[src/common/vertex_fetch_consts.svh]
`ifndef VERTEX_FETCH_CONSTS_SVH
`define VERTEX_FETCH_CONSTS_SVH

// byte address width of the vertex buffer master port
`define VF_ADDR_WIDTH 26

// one triangle record is three vertices of five attribute words
`define VF_WORDS_PER_TRI 15

// record FIFO holds 2**VF_FIFO_DEPTH_LOG2 triangles
`define VF_FIFO_DEPTH_LOG2 2

`endif

[src/common/vertex_fetch_pkg.sv]
`include "vertex_fetch_consts.svh"

package vertex_fetch_pkg;

    // one 32-bit word as it comes off the memory port
    typedef logic [31:0] word_t;

    // index 0 holds the first word read for the triangle
    typedef word_t [`VF_WORDS_PER_TRI-1:0] triangle_t;

    typedef enum logic [1:0] {
        IDLE,   // waiting for fetch_enable or a free credit
        HEADER, // triangle count read in flight
        BURST   // issuing the reads of one triangle
    } fetch_state_t;

endpackage

[src/common/fetch_count_if.sv]
interface fetch_count_if;

    vertex_fetch_pkg::word_t tri_total;   // triangle count from the header
    logic                    header_load; // header beat seen this cycle
    vertex_fetch_pkg::word_t header_word;
    logic                    tri_issued;  // sequencer starts a triangle
    logic                    tri_received; // assembler finished a record
    logic                    tri_delivered; // FIFO popped a record
    logic                    issue_ok;
    logic                    header_done;

    modport sequencer (
        input  issue_ok,
        input  header_done,
        input  header_load,
        output tri_issued
    );

    modport assembler (
        input  header_done,
        output header_load,
        output header_word,
        output tri_received
    );

    modport fifo (
        output tri_delivered
    );

    modport counters (
        input  header_load,
        input  header_word,
        input  tri_issued,
        input  tri_received,
        input  tri_delivered,
        output tri_total,
        output issue_ok,
        output header_done
    );

endinterface

[src/fetch_control/fetch_sequencer.sv]
`include "vertex_fetch_consts.svh"

module fetch_sequencer (
    input  logic                      clock,
    input  logic                      reset,
    input  logic                      fetch_enable,
    input  logic [`VF_ADDR_WIDTH-1:0] vertex_buffer_base,
    input  logic                      master_waitrequest,
    output logic [`VF_ADDR_WIDTH-1:0] master_address,
    output logic                      master_read,
    fetch_count_if.sequencer          cnt
);

    localparam int BEAT_W = $clog2(`VF_WORDS_PER_TRI);
    localparam logic [BEAT_W-1:0] LAST_BEAT = BEAT_W'(`VF_WORDS_PER_TRI - 1);
    localparam logic [`VF_ADDR_WIDTH-1:0] WORD_BYTES = `VF_ADDR_WIDTH'(4);

    vertex_fetch_pkg::fetch_state_t state;
    logic [`VF_ADDR_WIDTH-1:0]      fetch_addr;
    logic [BEAT_W-1:0]              beat;
    logic                           accepted;

    assign accepted       = master_read && !master_waitrequest;
    assign master_address = fetch_addr; // only moves on an accepted read
    assign cnt.tri_issued = (state == vertex_fetch_pkg::IDLE) && cnt.issue_ok;

    always_ff @(posedge clock or negedge reset) begin
        if (!reset) begin
            state       <= vertex_fetch_pkg::IDLE;
            master_read <= 1'b0;
            fetch_addr  <= '0;
            beat        <= '0;
        end else begin
            case (state)
                vertex_fetch_pkg::IDLE: begin
                    if (cnt.issue_ok) begin
                        master_read <= 1'b1; // fetch_addr already points at the next word
                        beat        <= '0;
                        state       <= vertex_fetch_pkg::BURST;
                    end else if (fetch_enable && !cnt.header_done) begin
                        fetch_addr  <= vertex_buffer_base;
                        master_read <= 1'b1;
                        state       <= vertex_fetch_pkg::HEADER;
                    end
                end
                vertex_fetch_pkg::HEADER: begin
                    if (accepted) begin
                        master_read <= 1'b0;
                        fetch_addr  <= fetch_addr + WORD_BYTES;
                    end
                    // wait for the count so a second fetch_enable cannot race it
                    if (cnt.header_load) begin
                        state <= vertex_fetch_pkg::IDLE;
                    end
                end
                vertex_fetch_pkg::BURST: begin
                    if (accepted) begin
                        fetch_addr <= fetch_addr + WORD_BYTES;
                        if (beat == LAST_BEAT) begin
                            master_read <= 1'b0;
                            state       <= vertex_fetch_pkg::IDLE;
                        end else begin
                            beat <= beat + 1'b1;
                        end
                    end
                end
                default: begin
                    master_read <= 1'b0;
                    state       <= vertex_fetch_pkg::IDLE;
                end
            endcase
        end
    end

    // a stalled request keeps its read and its address until the slave takes it
    assert property (@(posedge clock) disable iff (!reset)
        master_read && master_waitrequest |=> master_read && $stable(master_address));

endmodule

[src/fetch_control/fetch_counters.sv]
`include "vertex_fetch_consts.svh"

module fetch_counters #(
    parameter int DEPTH_LOG2 = `VF_FIFO_DEPTH_LOG2
) (
    input  logic            clock,
    input  logic            reset,
    output logic            done_out,
    fetch_count_if.counters cnt
);

    localparam vertex_fetch_pkg::word_t DEPTH = 32'(2 ** DEPTH_LOG2);

    vertex_fetch_pkg::word_t issued;
    vertex_fetch_pkg::word_t received;
    vertex_fetch_pkg::word_t delivered;
    vertex_fetch_pkg::word_t in_flight;

    // triangles holding a FIFO slot, either queued or still being read
    assign in_flight = issued - delivered;

    assign cnt.issue_ok = (issued < cnt.tri_total) && (in_flight < DEPTH);
    assign done_out     = (cnt.tri_total != '0) && (delivered == cnt.tri_total);

    always_ff @(posedge clock or negedge reset) begin
        if (!reset) begin
            cnt.tri_total   <= '0;
            cnt.header_done <= 1'b0;
            issued          <= '0;
            received        <= '0;
            delivered       <= '0;
        end else begin
            if (cnt.header_load) begin
                cnt.tri_total   <= cnt.header_word;
                cnt.header_done <= (cnt.header_word != '0); // a zero count waits for a new enable
            end
            if (cnt.tri_issued) begin
                issued <= issued + 1'b1;
            end
            if (cnt.tri_received) begin
                received <= received + 1'b1;
            end
            if (cnt.tri_delivered) begin
                delivered <= delivered + 1'b1;
            end
        end
    end

    // records flow sequencer to assembler to FIFO, never ahead of the stage before
    assert property (@(posedge clock) disable iff (!reset)
        (delivered <= received) && (received <= issued));

endmodule

[src/vertex_assembler.sv]
`include "vertex_fetch_consts.svh"

module vertex_assembler (
    input  logic                          clock,
    input  logic                          reset,
    input  vertex_fetch_pkg::word_t       master_readdata,
    input  logic                          master_readdatavalid,
    output logic                          push,
    output vertex_fetch_pkg::triangle_t   record,
    fetch_count_if.assembler              cnt
);

    localparam int BEAT_W = $clog2(`VF_WORDS_PER_TRI);
    localparam logic [BEAT_W-1:0] LAST_SLOT = BEAT_W'(`VF_WORDS_PER_TRI - 1);

    logic [BEAT_W-1:0] slot;
    logic              beat_valid;

    // the first beat after a fetch_enable is always the triangle count
    assign cnt.header_load  = master_readdatavalid && !cnt.header_done;
    assign cnt.header_word  = master_readdata;
    assign beat_valid       = master_readdatavalid && cnt.header_done;
    assign cnt.tri_received = push;

    always_ff @(posedge clock) begin
        if (beat_valid) begin
            record[slot] <= master_readdata;
        end
    end

    always_ff @(posedge clock or negedge reset) begin
        if (!reset) begin
            slot <= '0;
            push <= 1'b0;
        end else begin
            push <= beat_valid && (slot == LAST_SLOT); // record is complete one edge later
            if (beat_valid) begin
                if (slot == LAST_SLOT) begin
                    slot <= '0;
                end else begin
                    slot <= slot + 1'b1;
                end
            end
        end
    end

endmodule

[src/triangle_fifo.sv]
`include "vertex_fetch_consts.svh"

module triangle_fifo #(
    parameter int DEPTH_LOG2 = `VF_FIFO_DEPTH_LOG2
) (
    input  logic                        clock,
    input  logic                        reset,
    input  logic                        push,
    input  vertex_fetch_pkg::triangle_t record,
    input  logic                        stall_in,
    output logic                        output_valid,
    output vertex_fetch_pkg::triangle_t vertex_out,
    fetch_count_if.fifo                 cnt
);

    localparam int DEPTH = 2 ** DEPTH_LOG2;

    vertex_fetch_pkg::triangle_t mem [DEPTH];
    logic [DEPTH_LOG2-1:0]       wr_ptr;
    logic [DEPTH_LOG2-1:0]       rd_ptr;
    logic [DEPTH_LOG2:0]         count;
    logic                        pop;

    // show-ahead, the head record is on vertex_out whenever the FIFO holds one
    assign pop               = (count != '0) && !stall_in;
    assign output_valid      = pop;
    assign vertex_out        = mem[rd_ptr];
    assign cnt.tri_delivered = pop;

    always_ff @(posedge clock) begin
        if (push) begin
            mem[wr_ptr] <= record;
        end
    end

    always_ff @(posedge clock or negedge reset) begin
        if (!reset) begin
            wr_ptr <= '0;
            rd_ptr <= '0;
            count  <= '0;
        end else begin
            if (push) begin
                wr_ptr <= wr_ptr + 1'b1;
            end
            if (pop) begin
                rd_ptr <= rd_ptr + 1'b1;
            end
            case ({push, pop})
                2'b10:   count <= count + 1'b1;
                2'b01:   count <= count - 1'b1;
                default: count <= count;
            endcase
        end
    end

    // the credit limit in fetch_counters must keep the assembler from overfilling us
    assert property (@(posedge clock) disable iff (!reset)
        push |-> (count != (DEPTH_LOG2 + 1)'(DEPTH)));

endmodule

[src/rasterizer_vertex_fetch.sv]
`include "vertex_fetch_consts.svh"

module rasterizer_vertex_fetch (
    input  logic                        clock,
    input  logic                        reset,

    output logic [`VF_ADDR_WIDTH-1:0]   master_address,
    output logic                        master_read,
    input  vertex_fetch_pkg::word_t     master_readdata,
    input  logic                        master_readdatavalid,
    input  logic                        master_waitrequest,

    input  logic                        fetch_enable,
    input  logic [`VF_ADDR_WIDTH-1:0]   vertex_buffer_base,

    input  logic                        stall_in,
    output logic                        output_valid,
    output vertex_fetch_pkg::triangle_t vertex_out,
    output logic                        done_out
);

    logic                        push;
    vertex_fetch_pkg::triangle_t record;

    fetch_count_if cnt ();

    fetch_sequencer i_fetch_sequencer (
        .clock              (clock),
        .reset              (reset),
        .fetch_enable       (fetch_enable),
        .vertex_buffer_base (vertex_buffer_base),
        .master_waitrequest (master_waitrequest),
        .master_address     (master_address),
        .master_read        (master_read),
        .cnt                (cnt.sequencer)
    );

    fetch_counters #(.DEPTH_LOG2(`VF_FIFO_DEPTH_LOG2)) i_fetch_counters (
        .clock    (clock),
        .reset    (reset),
        .done_out (done_out),
        .cnt      (cnt.counters)
    );

    vertex_assembler i_vertex_assembler (
        .clock                (clock),
        .reset                (reset),
        .master_readdata      (master_readdata),
        .master_readdatavalid (master_readdatavalid),
        .push                 (push),
        .record               (record),
        .cnt                  (cnt.assembler)
    );

    triangle_fifo #(.DEPTH_LOG2(`VF_FIFO_DEPTH_LOG2)) i_triangle_fifo (
        .clock        (clock),
        .reset        (reset),
        .push         (push),
        .record       (record),
        .stall_in     (stall_in),
        .output_valid (output_valid),
        .vertex_out   (vertex_out),
        .cnt          (cnt.fifo)
    );

endmodule

[config.mk]
export PLATFORM = sky130hd
export DESIGN_NAME = rasterizer_vertex_fetch
export DESIGN_NICKNAME = d
export VERILOG_FILES = /design/src/common/vertex_fetch_pkg.sv /design/src/common/fetch_count_if.sv /design/src/fetch_control/fetch_sequencer.sv /design/src/fetch_control/fetch_counters.sv /design/src/vertex_assembler.sv /design/src/triangle_fifo.sv /design/src/rasterizer_vertex_fetch.sv
export VERILOG_INCLUDE_DIRS = /design/src /design/src/common
export SDC_FILE = /design/constraint.sdc
export NUM_CORES = 2
export LEC_CHECK = 0
export BUFFER_PORTS_ARGS = -buffer_cell sky130_fd_sc_hd__buf_2
export CORE_UTILIZATION = 60
export CTS_CLUSTER_SIZE = 30
export DETAILED_ROUTE_END_ITERATION = 7
export PLACE_DENSITY = 0.79
export SETUP_SLACK_MARGIN = 0.5
export SYNTH_ARGS = -nofsm -noshare
export SYNTH_HDL_FRONTEND = slang
export SYNTH_SLANG_ARGS = --single-unit
[constraint.sdc]
create_clock -name clock -period 17.1 [get_ports clock]
set_input_delay 3.42 -clock clock [delete_from_list [all_inputs] [get_ports clock]]
set_output_delay 3.42 -clock clock [all_outputs]
set_load 0.03 [all_outputs]
Word-level counts from Yosys, hierarchy flattened
Memory sizes are Yosys's and may differ from the RTL's.
Cells that the tools add are included.

cells by class
  add/subtract/negate cells = 10
  multipliers = 0
  divide/modulo/power cells = 0
  $lt $le $gt $ge = 4
  eq/ne operators = 17
  shift operators = 0
  multiplexer cells = 27
  bitwise gates (word level) = 0
  reductions and logical operators = 25

operators with widths
  cell                     number
  $bwmux W480              1
  $demux W32 S4            1
  $mux W26                 3
  $add A32 B1 Y32 const B  2
  $reduce_bool A32 Y1      2
  $pmux W26 S2             1
  $eq A32 B32 Y1           1
  $lt A32 B3 Y1 const B    1
  $lt A32 B32 Y1           1
  $mux W32                 1
  $sub A32 B32 Y32         1
  $add A26 B3 Y26 const B  1
  $mux W4                  4
  $reduce_and A4 Y1        4
  $logic_and A1 B1 Y1      10
  $mux W2                  5
  $ne A2 B1 Y1 const B     5
  $add A4 B1 Y4 const B    2
  $eq A4 B4 Y1 const B     2
  $ne A2 B2 Y1 const B     4
  $pmux W4 S2              1
  $mux W1                  7
  $pmux W2 S3              1
  $pmux W3 S2              1
  14 further kinds         21

storage, ports and cells
  register bits after elaboration = 622
  bits in latches = 0
  bits in writable memories = 1920
  bits in read-only memories = 0
  input port bits = 64
  output and inout bits = 509
  logic and storage cells = 112
  memories = 1

memory list
  name                 depth  width  read ports  clocked after Yosys merged registers in  wr ports  RTL line             source
  i_triangle_fifo.mem  4      480    1           0                                        1         triangle_fifo.sv:18  vertex_fetch_pkg::triangle_t mem [DEPTH];

Longest topological paths before layout
  depth in word-level cells = 5
  mapped depth = 16
  mapped depth without buffers = 12

Modules after synthesis
From an unflattened synthesis, not the netlist that was laid out.

unflattened totals
  cell total of the unflattened synthesis = 4135
  area total of the unflattened synthesis = 95714.3 um^2

by module, submodules not included
  module            times used  cells an instance  area each (um^2)  seq. area each (um^2)
  triangle_fifo     1           2545               71582.4           57830.5
  vertex_assembler  1           558                15033.2           14538.9
  fetch_counters    1           784                6993.0            2427.3
  fetch_sequencer   1           248                2105.8            825.8

Worst setup path after synthesis
No wires, ideal clock.

  kind = register to register
  from = register i_triangle_fifo.wr_ptr[0]
  to = memory i_triangle_fifo.mem[2][0] (netlist bit), enable pin
  library setup time = 908 ps
  arrival time = 11431 ps
  data required time = 16192 ps
  slack = 4761 ps
  cell stages (with the launch flop) = 4
  buffers on the path = 0
  clock period less this slack = 12339 ps
  cell sequence = dfrtp_1 > inv_1 > ha_1 > and2_1

RTL lines
  item                      RTL line             source
  start: declaration        triangle_fifo.sv:19  logic [DEPTH_LOG2-1:0] wr_ptr;
  start signal: assignment  triangle_fifo.sv:43  wr_ptr <= wr_ptr + 1'b1;
  end: declaration          triangle_fifo.sv:18

No word-level cell before the write port.

==> flow_summary.json <==
{
  "status": "completed",
  "ant_nets": 0,
  "nNetsFinal": 5130,
  "place_hpwl_um": 134000,
  "slew_headroom": 0.178,
  "max_stage_delay_ns": 0.93,
  "ctsHoldBuffers": 0,
  "cts_resized": 0,
  "reg2reg_from": "i_fetch_counters.delivered[13]",
  "syn_nets": 4393,
  "worst_hold_slack_ns": 0.456,
  "synthArstFlopShare": 0.0559,
  "grt_pass1_vias": 47500,
  "place_congestion": 0.893,
  "setup_ws_ns": 8.52,
  "worst_slew_pin_slew_ns": 1.22,
  "core_um2": 155000,
  "ys_warn_count": 0,
  "drtIter0Drc": 6960,
  "leakagePower_nw": 35.8,
  "power.share.sequential": 0.431,
  "hold_depth": 0,
  "root_buffer": "clkbuf_16",
  "synthTopCellsByCount": "edfxtp_1 (2400), mux4_2 (480), dfrtp_1 (142)",
  "cts_tree": "built",
  "netlist_area_um2": 93900,
  "via_count": 47700,
  "ctsLongestPathBuffers": 3,
  "htree_num_levels": 4,
  "net-switching-power_mw": 5.35,
  "io_pins": 573,
  "port_buffers": 572,
  "cp-start-kind": "register",
  "slew_viol_final": 0,
  "startpoint": "i_triangle_fifo.rd_ptr[0]",
  "pre_cts_ws_ns": 9.30,
  "initial_core_util": 0.607,
  "drt-wirelength-per-cell_um": 34.1,
  "drv_cap": 0,
  "critPathMaxFanout": 90,
  "synth.distinct_cells": 70,
  "max_freq_mhz": 117,
  "rows": 144,
  "path_common_cell": "buf_4",
  "yosysSeqAreaShare": 0.806,
  "ys_seq_elements": 2542,
  "hold_class": "register to register",
  "crit_path_cell_trace": "buf_12 -> buf_4 -> buf_4 -> mux4_2 -> buf_2",
  "synth.area.top_cells": "edfxtp_1 (77%), mux4_2 (12%), dfrtp_1 (3.8%), ha_1 (1.0%), xor2_1 (0.63%)",
  "post_cts_buffers": 0,
  "regToRegEndpoint": "i_fetch_sequencer.master_address[0]",
  "p_per_area_nw_per_um2": 155,
  "grt_pass1_wl_um": 348000,
  "grt_use_total": 0.314,
  "fillers": 8908,
  "hold_violations": 0,
  "p_clk_frac": 0.307,
  "clk_latency_ns": 0.87,
  "setup_viol_count_final": 0,
  "synth_largest_area_cell": "edfxtp_1",
  "power_frac_comb": 0.262,
  "skew_ns": 0.0617,
  "antenna_found_initial": 31,
  "postSynthCellCount": 4253,
  "p_sw_frac": 0.322,
  "synth-main-ff-cell": "edfxtp_1",
  "ff2ff_setup_slack_ns": 11.88,
  "end_kind": "output port",
  "die_w_um": 398,
  "cts_sinks": 2542,
  "synth-edff-count": 2400,
  "ir_drop_v": 0.000154,
  "finalSetupTns_ns": 0,
  "path_class": "register to output port",
  "min_period_over_period": 0.502,
  "yosysMostFrequentCell": "edfxtp_1",
  "avgViaCountPerCell": 6.57,
  "slowest_stage": "buf_4",
  "utilization": 0.692,
  "critPathArrivalTime_ns": 5.16,
  "endpoint": "vertex_out[156]",
  "rsz0062_at_grt": "no",
  "first_pass_iters": 5,
  "drc_errors": 0,
  "clkTransAtPathRegs_ns": 0.06,
  "drt-total-wl_um": 247000,
  "ff2ff_path_depth": 13,
  "die_y_um": 398,
  "cts_made_buffers": 233,
  "dieArea_um2": 158000,
  "p_int_mw": 11.3,
  "fin_crit_ns": 8.58,
  "drive_gt1_frac": 0.292,
  "synth_top_area_share": 0.768,
  "required_ns": 13.68,
  "grt_overflow": 0,
  "grt_max_degree": 148,
  "syn2layout_area_growth_pct": 14.1,
  "avgSynthCellArea_um2": 22.1
}
==> flip-flops by register name, summed over array words and instances, names as in the netlist, 2 cells and up <==
register,count
i_triangle_fifo.wr_ptr,2
i_triangle_fifo.count,3
i_fetch_counters.cnt.tri_total,32
i_fetch_sequencer.master_address,26
i_fetch_counters.delivered,32
i_fetch_sequencer.beat,4
i_vertex_assembler.slot,4
i_vertex_assembler.record,480
i_triangle_fifo.rd_ptr,2
i_fetch_counters.issued,32
i_fetch_sequencer.state,2
i_triangle_fifo.mem,1920
==> layout by cell type (no fill, tap or decap), types with 70 or more instances in the layout <==
master	count
buf_2	571
buf_4	88
clkbuf_1	70
clkbuf_16	236
dfrtp_1	140
edfxtp_1	2400
ha_1	75
inv_1	96
mux4_2	480
nand2_1	123
o21ai_0	71
==> stage by stage <==
stage,area (um^2),std cells,total power [mW]
final,107000,7253,16.6
after global routing,107000,7225,17.0
after CTS,107000,7225,16.7
after detailed placement,99600,6799,11.6
after global placement,99600,6799,11.5
after floorplan,93900,4253,10.3
==> power by group through the flow <==
stage | Sequential (mW) | Clock (mW) | Combinational, mW
global placement | 7.27 | 0 | 4.27
finish | 7.17 | 5.10 | 4.35
global route | 7.19 | 5.36 | 4.48
CTS | 7.17 | 5.15 | 4.37
floorplan | 7.22 | 0 | 3.04
detailed placement | 7.29 | 0 | 4.30
==> critical path, delay by kind of cell (launching register included) <==
kind | cells | cell delay [ns]
mux | 1 | 0.68
flops | 1 | 0.85
buf+inv | 4 | 2.60
==> how the worst min path moves through the flow <==
stage	to	slack (ns)	from
detailed placement	i_triangle_fifo.count[2]	0.46	i_triangle_fifo.count[2]
floorplan	i_triangle_fifo.count[2]	0.44	i_triangle_fifo.count[2]
CTS	i_triangle_fifo.mem[2][10]	0.45	i_vertex_assembler.record[10]
global route	i_triangle_fifo.mem[0][255]	0.47	i_vertex_assembler.record[255]
finish	i_triangle_fifo.mem[2][10]	0.46	i_vertex_assembler.record[10]
global placement	i_triangle_fifo.count[2]	0.46	i_triangle_fifo.count[2]
==> metal layers <==
metal  part of all wire  vias up  global-route usage
met5            0.00013        -                   0
met4              0.036        4               0.113
met3               0.11      458              0.0658
met2               0.50     3288               0.511
met1               0.35    24800               0.425
li1                   -    19100                   -
==> cell families after synthesis <==
| kind of cell | share of synthesized area |
|---|---|
| AO/OA/AOI/OAI | 0.0200 |
| XOR/XNOR | 0.0104 |
| adder cells (fa/ha/maj) | 0.0102 |
| buffers and inverters | 0.0106 |
| flip-flops | 0.806 |
| multiplexers | 0.116 |
| AND/OR/NAND/NOR | 0.0268 |
==> area by class of cell <==
type                    instances  area (um^2)  area share
flip-flops and latches       2542        75600       0.706
clock inverters               117         1230      0.0115
diodes                         28         70.1    0.000654
clock buffers                 309         6210      0.0580
inverters                      96          360     0.00337
multi-input cells            1452        17400       0.162
well taps                    2044         2560      0.0239
repair buffers                665         3630      0.0339
No activity file was read; power rests on OpenSTA's default activity.
